## src/proxy_test_pkg.sv

```systemverilog
`default_nettype none

package proxy_test_pkg;

    // ------------------------------------------------
    // APB bus
    // ------------------------------------------------
    typedef struct packed {
        logic        psel;
        logic        penable;
        logic        pwrite;
        logic [11:0] paddr;
        logic [31:0] pwdata;
    } apb_req_t;

    typedef struct packed {
        logic        pready;
        logic [31:0] prdata;
        logic        pslverr;
    } apb_rsp_t;

    // Region select in paddr[11:8]
    localparam logic [3:0] REGION_INFO = 4'h0;
    localparam logic [3:0] REGION_MEM  = 4'h1;

    // Register proxy map
    localparam logic [7:0] OFS_PRE     = 8'h00;
    localparam logic [7:0] OFS_POST    = 8'h04;
    localparam logic [7:0] OFS_TRIGGER = 8'h08;
    localparam logic [7:0] OFS_STATUS  = 8'h0C;

    // Memory proxy map
    localparam logic [7:0] OFS_ADDR       = 8'h00;
    localparam logic [7:0] OFS_WR_DATA    = 8'h04;
    localparam logic [7:0] OFS_CMD        = 8'h08;
    localparam logic [7:0] OFS_MEM_STATUS = 8'h0C;
    localparam logic [7:0] OFS_RD_DATA    = 8'h10;

    // ASCII " PRE" and "POST"
    localparam logic [31:0] INFO_PRE  = 32'h2050_5245;
    localparam logic [31:0] INFO_POST = 32'h504F_5354;

    // ------------------------------------------------
    // Memory proxy command path
    // ------------------------------------------------
    localparam int MEM_ADDR_W = 16;

    typedef enum logic [1:0] {
        OP_NOP   = 2'd0,
        OP_WRITE = 2'd1,
        OP_READ  = 2'd2,
        OP_CLEAR = 2'd3
    } mem_op_e;

    typedef struct packed {
        logic                  valid;
        mem_op_e               op;
        logic [MEM_ADDR_W-1:0] addr;
        logic [31:0]           data;
    } mem_cmd_t;

    typedef struct packed {
        logic        busy;
        logic        rd_done;
        logic [31:0] rd_data;
    } mem_sts_t;

endpackage

`default_nettype wire

```

## src/proxy_info_regs.sv

```systemverilog
`default_nettype none

module proxy_info_regs (
    input  wire logic                    clk,
    input  wire logic                    srst,
    input  wire proxy_test_pkg::apb_req_t i_apb,
    output proxy_test_pkg::apb_rsp_t     o_apb
);
    logic        setup;
    logic        access;
    logic [31:0] rd_word;
    logic        err;
    logic        pready_q;
    logic        pslverr_q;
    logic [31:0] prdata_q;
    logic [31:0] trigger_q;
    logic [31:0] status_q;

    assign setup  = i_apb.psel & ~i_apb.penable;
    assign access = i_apb.psel & i_apb.penable;

    // Offset decode; info words and STATUS are read-only
    always_comb begin
        rd_word = 32'h0;
        err     = 1'b0;
        case (i_apb.paddr[7:0])
            proxy_test_pkg::OFS_PRE: begin
                rd_word = proxy_test_pkg::INFO_PRE;
                err     = i_apb.pwrite;
            end
            proxy_test_pkg::OFS_POST: begin
                rd_word = proxy_test_pkg::INFO_POST;
                err     = i_apb.pwrite;
            end
            proxy_test_pkg::OFS_TRIGGER: rd_word = trigger_q;
            proxy_test_pkg::OFS_STATUS: begin
                rd_word = status_q;
                err     = i_apb.pwrite;
            end
            default: err = 1'b1;
        endcase
    end

    // ------------------------------------------------
    // Response and register updates
    // ------------------------------------------------
    always_ff @(posedge clk) begin
        if (srst) begin
            pready_q  <= 1'b0;
            pslverr_q <= 1'b0;
            trigger_q <= 32'h0;
            status_q  <= 32'h0;
        end else begin
            pready_q  <= setup;
            pslverr_q <= setup & err;
            // Completed TRIGGER write is mirrored into STATUS
            if (access && i_apb.pwrite && !pslverr_q &&
                i_apb.paddr[7:0] == proxy_test_pkg::OFS_TRIGGER) begin
                trigger_q <= i_apb.pwdata;
                status_q  <= i_apb.pwdata;
            end
        end
    end

    always_ff @(posedge clk) begin
        if (setup) begin
            prdata_q <= rd_word;
        end
    end

    assign o_apb = '{pready: pready_q, prdata: prdata_q, pslverr: pslverr_q};

endmodule

`default_nettype wire

```

## config.mk

```make
export PLATFORM = sky130hd
export DESIGN_NAME = proxy_info_regs
export DESIGN_NICKNAME = d
export VERILOG_FILES = /design/src/proxy_test_pkg.sv /design/src/proxy_info_regs.sv
export SDC_FILE = /design/constraint.sdc
export NUM_CORES = 1
export LEC_CHECK = 0
export BUFFER_PORTS_ARGS = -buffer_cell sky130_fd_sc_hd__buf_2
export CORE_AREA = 2 2 83 85
export CTS_CLUSTER_SIZE = 24
export DETAILED_ROUTE_END_ITERATION = 7
export DIE_AREA = 0 0 85 87
export PLACE_DENSITY = 0.8
export SYNTH_ARGS = -nofsm -noshare
export SYNTH_HDL_FRONTEND = slang
export SYNTH_SLANG_ARGS = --single-unit
```

## constraint.sdc

```tcl
create_clock -name clk -period 2.17 [get_ports clk]
set_clock_uncertainty 0.1 [all_clocks]
set_input_delay 0.1085 -clock clk [delete_from_list [all_inputs] [get_ports clk]]
set_output_delay 0.1085 -clock clk [all_outputs]
set_load 0.02 [all_outputs]
```

== Yosys cells after proc, flatten, opt, wreduce, memory -nomap -nowiden ==
Index checks and enable logic that the tools add are counted.
Storage, ports and cells
  register bits: 66
  input port bits: 49
  output and inout port bits: 34
  logic and storage cells: 20
Cells by class
  equality and inequality tests: 3
  muxes and demuxes: 2
  bitwise logic cells: 4
  reductions and logical operators: 7
Operators with widths (count)
  32-bit one-hot mux with 3 select lines: 1
  8-bit by 4-bit equality test with 1-bit output, second input constant: 2
  8-bit by 3-bit equality test with 1-bit output, second input constant: 1
  8-bit logical NOT: 1
  1-bit AND: 3
  1-bit logical AND: 3
  3-bit OR reduction: 1
  1-bit one-hot mux with 2 select lines: 1
  2-bit OR reduction: 1
  1-bit logical NOT: 1
  1-bit inverter: 1

== Logic depth before layout (Yosys ltp) ==
Gate-level depths: netlist of the first run.
  depth after elaboration: 4
  depth in mapped cells: 5
  depth with buffers taken out: 3

== Worst setup path before layout of the first run ==
Ideal clock, no wire load.
  kind: input -> register
  start: input i_apb[45] (netlist name)
  end: register pslverr_q
  library setup time: 0.058 ns
  data arrival time: 1.973 ns
  data required time: 2.012 ns
  path slack: 0.039 ns
  cell stages on the path: 3
  path buffers: 0
  cell sequence: nor2b_1 > nor2b_1 > o21a_1
On the way
  word-level cells in the longest chain between the ends: 3
RTL lines
  from (decl): line proxy_info_regs.sv:6  | input wire proxy_test_pkg::apb_req_t i_apb,
  1-bit inverter: line proxy_info_regs.sv:19  | assign setup = i_apb.psel & ~i_apb.penable;
  1-bit AND: line proxy_info_regs.sv:19
  1-bit AND: line proxy_info_regs.sv:55  | pslverr_q <= setup & err;
  to (signal assigned): line proxy_info_regs.sv:55
  to (decl): line proxy_info_regs.sv:14  | logic pslverr_q;
No other way between the ends.
A chain may end at the register's enable or synchronous reset.

== Final worst setup path of the first run ==
  start: register pslverr_q
  end: register status_q[8]
On the way
  word-level cells in the longest chain between the ends: 3
RTL lines
  1-bit logical NOT: line proxy_info_regs.sv:57  | if (access && i_apb.pwrite && !pslverr_q &&
  1-bit logical AND (2 in a row): line proxy_info_regs.sv:57
  to (signal assigned): line proxy_info_regs.sv:60  | status_q <= i_apb.pwdata;
  to (decl): line proxy_info_regs.sv:17  | logic [31:0] status_q;
No other way between the ends.

==> impl_metrics.env, run 1 <==
export IMPL_clock_transition_time_at_the_flip_flop_clock_pins_of_the_worst_setup_and_hold_paths_ps=70
export IMPL_io_pin_count=83
export IMPL_globalRouteOverflowTotal=0
export IMPL_core_rowCount=30
export IMPL_synth_area_per_cell_um2=11.7
export IMPL_max_cap_check_violation_count=0
export IMPL_maximum_number_of_pins_on_one_net_before_global_route_repair=66
export IMPL_area_delta_synth_final_pct=33.5
export IMPL_final_fill_count=535
export IMPL_post_route_cells_drive_above_1_share_pct=29.9
export IMPL_vias_in_the_first_global_route=2034
export IMPL_achievable_frequency_mhz=620
export IMPL_dp_hpwl_um=3610
export IMPL_critical_path_required_time_ps=2330
export IMPL_global_route_wire_length_before_repair_um=9360
export IMPL_post_synth_inst_count=243
export IMPL_cts_resizes=0
export IMPL_start_util_pct=43.4
export IMPL_arrival_ps=1770
export IMPL_via_count=2045
export IMPL_root_buffer="sky130_fd_sc_hd__clkbuf_8"
export IMPL_drt_pre_antenna_iters=4
export IMPL_detailedPlace_worstSlack_ps=482
export IMPL_die_x_um=85
export IMPL_slew_viol_final=0
export IMPL_grt_antenna_before_repair=0
export IMPL_die_area_um2=7400
export IMPL_ant_nets=0
export IMPL_synthesis_yosys_warnings=0
export IMPL_tightestPinTransition_ps=812
export IMPL_most_common_cell_after_layout_fill_and_taps_aside="sky130_fd_sc_hd__buf_2"
export IMPL_coreArea_um2=6570
export IMPL_clockBufferDepth=2
export IMPL_timing_final_hold_violations=0
export IMPL_drt_wl_total_um=5720
export IMPL_remaining_drc_errors=0
export IMPL_timing_final_setup_violations=0
export IMPL_insertion_delay_of_the_later_clocked_pin_in_the_worst_skew_pair_ps=330
export IMPL_tritoncts="done"
export IMPL_drt_initial_drc_count=63
export IMPL_start_kind="flip-flop"
export IMPL_power_leakage_nw=1.49
export IMPL_gpl_final_weighted_congestion=0.725
export IMPL_vias_per_cell=4.70
export IMPL_min_period_ps=1610
export IMPL_max_slew_margin_rel_pct=45.9
export IMPL_rsz0062_at_grt="no"
export IMPL_setup_slack_ps=556
export IMPL_mappedNetlistArea_um2=2850
export IMPL_critPathMaxFanout=27
export IMPL_yosysSeqAreaShare_pct=57.6
export IMPL_grt_util_all_layers_pct=16.4
export IMPL_nets=399
export IMPL_number_of_distinct_library_cell_variants_in_the_gate_level_netlist_after_synthesis=23
export IMPL_fin_crit_sh_pct=74.4
export IMPL_synthesis_nets=292
export IMPL_numClockSinks=66
export IMPL_max_vdd_ir_drop_uv=357
export IMPL_synth_seq_cells=66
export IMPL_numCtsBuffers=9
export IMPL_cts_htree_levels=3
export IMPL_crit_path_end_kind="flip-flop"
export IMPL_holdCritPathClass="primary input to flip-flop"
export IMPL_port_bufs=78
export IMPL_utilization_pct=57.9
export IMPL_post_drt_wl_per_cell_um=13.2
export IMPL_cellPowerDensity_nw_per_um2=687
export IMPL_fp_dieH_um=87
export IMPL_path_class="flip-flop to flip-flop"
export IMPL_antenna_diode_count=0
export IMPL_tns_ps=0
export IMPL_outcome="complete, no violations"
export IMPL_layout_common_cells="sky130_fd_sc_hd__buf_2 (78), sky130_fd_sc_hd__nand2b_1 (65), sky130_fd_sc_hd__dfxtp_1 (34)"
final cells by class:
cell class                      instances  area, um2  area share, %
Tap cell                               80        100           2.63
Clock inverter                          2       35.0          0.921
Clock buffer                           14        173           4.54
Timing Repair Buffer                  115        773           20.3
Multi-Input combinational cell        148       1040           27.4
Inverter                               10       37.5          0.987
Sequential cell                        66       1640           43.2
through the flow:
step / std cells / power [mW] / hold WS (ps) / instance area, um2
finish: 435 / 2.61 / 75.5 / 3800
global route: 435 / 2.72 / 57.6 / 3800
CTS: 435 / 2.64 / 67.0 / 3800
detailed placement: 387 / 1.54 / 276 / 3280
global placement: 387 / 1.54 / 272 / 3280
floorplan: 243 / 1.46 / 164 / 2850
cells in the mapped netlist:
master	instances	area share, %
sky130_fd_sc_hd__a21oi_1	17	3.0
sky130_fd_sc_hd__o21a_1	1	0.26
sky130_fd_sc_hd__a21boi_0	1	0.26
sky130_fd_sc_hd__and4b_1	1	0.35
sky130_fd_sc_hd__nor2_1	1	0.13
sky130_fd_sc_hd__clkbuf_1	12	1.6
sky130_fd_sc_hd__nand3_1	1	0.18
sky130_fd_sc_hd__nand2b_1	65	14
sky130_fd_sc_hd__buf_4	2	0.53
sky130_fd_sc_hd__buf_6	1	0.40
sky130_fd_sc_hd__edfxtp_1	32	34
sky130_fd_sc_hd__mux2i_1	32	11
sky130_fd_sc_hd__dfxtp_1	34	24
sky130_fd_sc_hd__and4_1	1	0.31
sky130_fd_sc_hd__inv_1	10	1.3
sky130_fd_sc_hd__and3_2	5	1.3
sky130_fd_sc_hd__nor2b_1	2	0.44
sky130_fd_sc_hd__nand2_1	9	1.2
sky130_fd_sc_hd__nor4_4	1	0.75
sky130_fd_sc_hd__buf_2	1	0.18
sky130_fd_sc_hd__nor3b_2	1	0.44
sky130_fd_sc_hd__and3_1	10	2.2
sky130_fd_sc_hd__buf_12	3	2.1
what timing repair did:
item	in CTS	in global routing
hold buffers	32	0
hold endpoints to repair	32	0
setup endpoints to repair	0	0
setup buffers	0	0
worst paths after layout:
| path | startpoint | to | slack [ps] | cells past startpoint |
|---|---|---|---|---|
| hold / removal | i_apb[45] | prdata_q[3]$_DFFE_PP_ | 80 | 2 |
| setup reg to reg | pslverr_q$_SDFF_PP0_ | status_q[8]$_SDFFE_PP0P_ | 560 | 4 |
| setup / recovery | pslverr_q$_SDFF_PP0_ | status_q[8]$_SDFFE_PP0P_ | 560 | 4 |
| hold reg to reg | status_q[15]$_SDFFE_PP0P_ | status_q[15]$_SDFFE_PP0P_ | 370 | 2 |
kinds of logic after synthesis:
family / share of synthesized area (%)
buf+inv: 6.10
simple gates: 21.6
compound gates: 3.51
mux: 11.2
flops: 57.6
critical path, cell delays in order, from the launching register on:
cell                      delay [ps]
sky130_fd_sc_hd__dfxtp_1         320
sky130_fd_sc_hd__and4b_1         240
sky130_fd_sc_hd__and4_2          380
sky130_fd_sc_hd__buf_12          250
sky130_fd_sc_hd__mux2i_1         220
state kept, by name (all words and copies together) (netlist names):
| register | flops |
|---|---|
| prdata_q | 32 |
| pready_q | 1 |
| pslverr_q | 1 |
| status_q | 32 |
power by group:
part	internal [mW]	total [mW]	switching, mW
sequential	1.32	1.33	0.00652
combinational	0.117	0.225	0.108
clock	0.624	1.06	0.435
total	2.06	2.61	0.549
routing by layer:
layer	vias to the layer above	part of all wire, %	track usage, %
li1	1032	-	-
met1	939	43	19.8
met2	63	50	27.3
met4	0	1.9	7.50
met5	-	0	0
met3	11	5.5	4.36
Note: power is estimated with default switching activity, not from simulation.
==> run 2, diff against run 1 <==
==> constraint.sdc (replaced) <==
create_clock -name clk -period 1.4 [get_ports clk]
set_clock_uncertainty 0.1 [all_clocks]
set_input_delay 0.07 -clock clk [delete_from_list [all_inputs] [get_ports clk]]
set_output_delay 0.07 -clock clk [all_outputs]
set_load 0.02 [all_outputs]
==> impl_metrics.env, run 2 (synthesis results as in run 1) <==
export IMPL_holdCritPathClass="primary input to flip-flop"
export IMPL_area_sequential_um2=1640
export IMPL_start_util_pct=43.4
export IMPL_min_period_ps=1410
export IMPL_outcome="finished with violations"
export IMPL_nets=407
export IMPL_vias_per_cell=4.58
export IMPL_layout_cells_non_filler=443
export IMPL_timing_final_setup_violations=2
export IMPL_tightestPinTransition_ps=233
export IMPL_grt_util_all_layers_pct=16.5
export IMPL_finalHoldWorstSlack_ps=94.5
export IMPL_critical_path_required_time_ps=1540
export IMPL_detailedPlace_worstSlack_ps=-27.9
export IMPL_core_rowCount=30
export IMPL_timing_final_hold_violations=0
export IMPL_vias_in_the_first_global_route=1991
export IMPL_antenna_diode_count=0
export IMPL_path_class="flip-flop to flip-flop"
export IMPL_area_delta_synth_final_pct=35.8
export IMPL_post_route_cells_drive_above_1_share_pct=32.2
export IMPL_power_leakage_nw=1.52
export IMPL_timing_hold_worst_path_depth=3
export IMPL_cts_repair_timing_setup_buffer_count=0
export IMPL_design_power_total_mw=3.79
export IMPL_port_bufs=78
export IMPL_most_common_cell_after_layout_fill_and_taps_aside="sky130_fd_sc_hd__buf_2"
export IMPL_tns_ps=-16.6
export IMPL_drt_initial_drc_count=42
export IMPL_coreArea_um2=6570
export IMPL_die_area_um2=7400
export IMPL_gpl_final_weighted_congestion=0.714
export IMPL_multi_input_area_um2=1050
export IMPL_crit_path_end_kind="flip-flop"
export IMPL_post_place_cells=394
export IMPL_die_x_um=85
export IMPL_cellPowerDensity_nw_per_um2=978
export IMPL_root_buffer="sky130_fd_sc_hd__clkbuf_8"
export IMPL_slew_viol_final=0
export IMPL_layout_top_registers="prdata_q x32, status_q x32"
export IMPL_critPathMaxFanout=12
export IMPL_r2r_worst_path_cells=4
export IMPL_maximum_number_of_pins_on_one_net_before_global_route_repair=66
export IMPL_numCtsBuffers=9
export IMPL_arrival_ps=1560
export IMPL_setup_slack_ps=-13.3
export IMPL_globalRouteOverflowTotal=0
export IMPL_grt_antenna_before_repair=0
export IMPL_layout_common_cells="sky130_fd_sc_hd__buf_2 (78), sky130_fd_sc_hd__nand2b_1 (65), sky130_fd_sc_hd__dfxtp_1 (33), sky130_fd_sc_hd__dlygate4sd3_1 (32), sky130_fd_sc_hd__edfxtp_1 (32)"
export IMPL_remaining_drc_errors=0
export IMPL_global_route_wire_length_before_repair_um=9360
export IMPL_clock_transition_time_at_the_flip_flop_clock_pins_of_the_worst_setup_and_hold_paths_ps=70
export IMPL_dp_hpwl_um=3710
export IMPL_insertion_delay_of_the_later_clocked_pin_in_the_worst_skew_pair_ps=330
export IMPL_max_vdd_ir_drop_uv=636
export IMPL_numClockSinks=66
export IMPL_io_pin_count=83
export IMPL_ant_nets=0
export IMPL_clockBufferDepth=2
export IMPL_cts_htree_levels=3
export IMPL_achievable_frequency_mhz=708
export IMPL_max_cap_check_violation_count=0
export IMPL_max_slew_margin_rel_pct=84.4
export IMPL_start_kind="flip-flop"
export IMPL_fp_dieH_um=87
export IMPL_rsz0062_at_grt="yes"
export IMPL_violations="setup timing"
export IMPL_via_count=2028
export IMPL_drt_wl_total_um=5910
export IMPL_tritoncts="done"
export IMPL_post_drt_wl_per_cell_um=13.3
export IMPL_final_fill_count=553
export IMPL_drt_pre_antenna_iters=3
export IMPL_fin_crit_sh_pct=101
==> run 2: cell count changes in the layout (fill, tap and decap cells not counted), moves of 2 or more <==
cell / previous run / this run
sky130_fd_sc_hd__clkbuf_8: 12 / 10
sky130_fd_sc_hd__clkinv_2: 1 / 3
sky130_fd_sc_hd__clkinvlp_4: 0 / 2
sky130_fd_sc_hd__buf_4: 3 / 8
==> run 2: final cells by class <==
| type | instances | share of cell area (%) |
|---|---|---|
| clock buffers | 11 | 3.65 |
| well taps | 80 | 2.59 |
| inverters | 10 | 0.970 |
| multi-input cells | 148 | 27.1 |
| clock inverters | 5 | 0.776 |
| flip-flops and latches | 66 | 42.5 |
| repair buffers | 123 | 22.5 |
==> run 2: what timing repair did <==
| action | in CTS | in global routing |
|---|---|---|
| endpoints found under the hold margin | 32 | 0 |
| hold buffers | 32 | 0 |
| gates resized for setup | 2 | 3 |
| endpoints found under the setup margin | 13 | 28 |
| pin swaps | 1 | 0 |
| gates cloned | 1 | 0 |
==> run 2: per-layer routing <==
metal	up-vias	wire, um	share of wire (%)	track usage (%)
met3	5	253	4.3	3.70
met2	50	3000	51	29.0
met1	928	2620	44	19.6
met5	-	0	0	0
met4	0	29	0.49	6.78
li1	1045	-	-	-
==> run 2: through the flow <==
stage               cell area [um2]  utilization, %
floorplan                      2860               -
global placement               3340            50.9
detailed placement             3340            50.9
CTS                            3860            58.8
global route                   3870            58.9
finish                         3870            58.9
==> run 2: report_power, final <==
| group | internal, mW | leakage [nW] | total (mW) | switching (mW) |
|---|---|---|---|---|
| registers | 2.05 | 0.579 | 2.06 | 0.00962 |
| clock network | 0.682 | 0.0851 | 1.37 | 0.684 |
| logic | 0.190 | 0.860 | 0.361 | 0.172 |
==> run 2: final timing paths <==
path                                                from                   endpoint  slack [ps]
worst min-delay path                           i_apb[44]       pslverr_q$_SDFF_PP0_          90
worst max-delay path                pslverr_q$_SDFF_PP0_  status_q[11]$_SDFFE_PP0P_         -10
worst min register to register  status_q[7]$_SDFFE_PP0P_   status_q[7]$_SDFFE_PP0P_         370
worst max register to register      pslverr_q$_SDFF_PP0_  status_q[11]$_SDFFE_PP0P_         -10
==> run 2: worst max-delay path: stages, from the launching register on <==
cell,delay (ps)
sky130_fd_sc_hd__dfxtp_2,320
sky130_fd_sc_hd__and4b_1,230
sky130_fd_sc_hd__and4_4,280
sky130_fd_sc_hd__buf_12,180
sky130_fd_sc_hd__mux2i_2,220
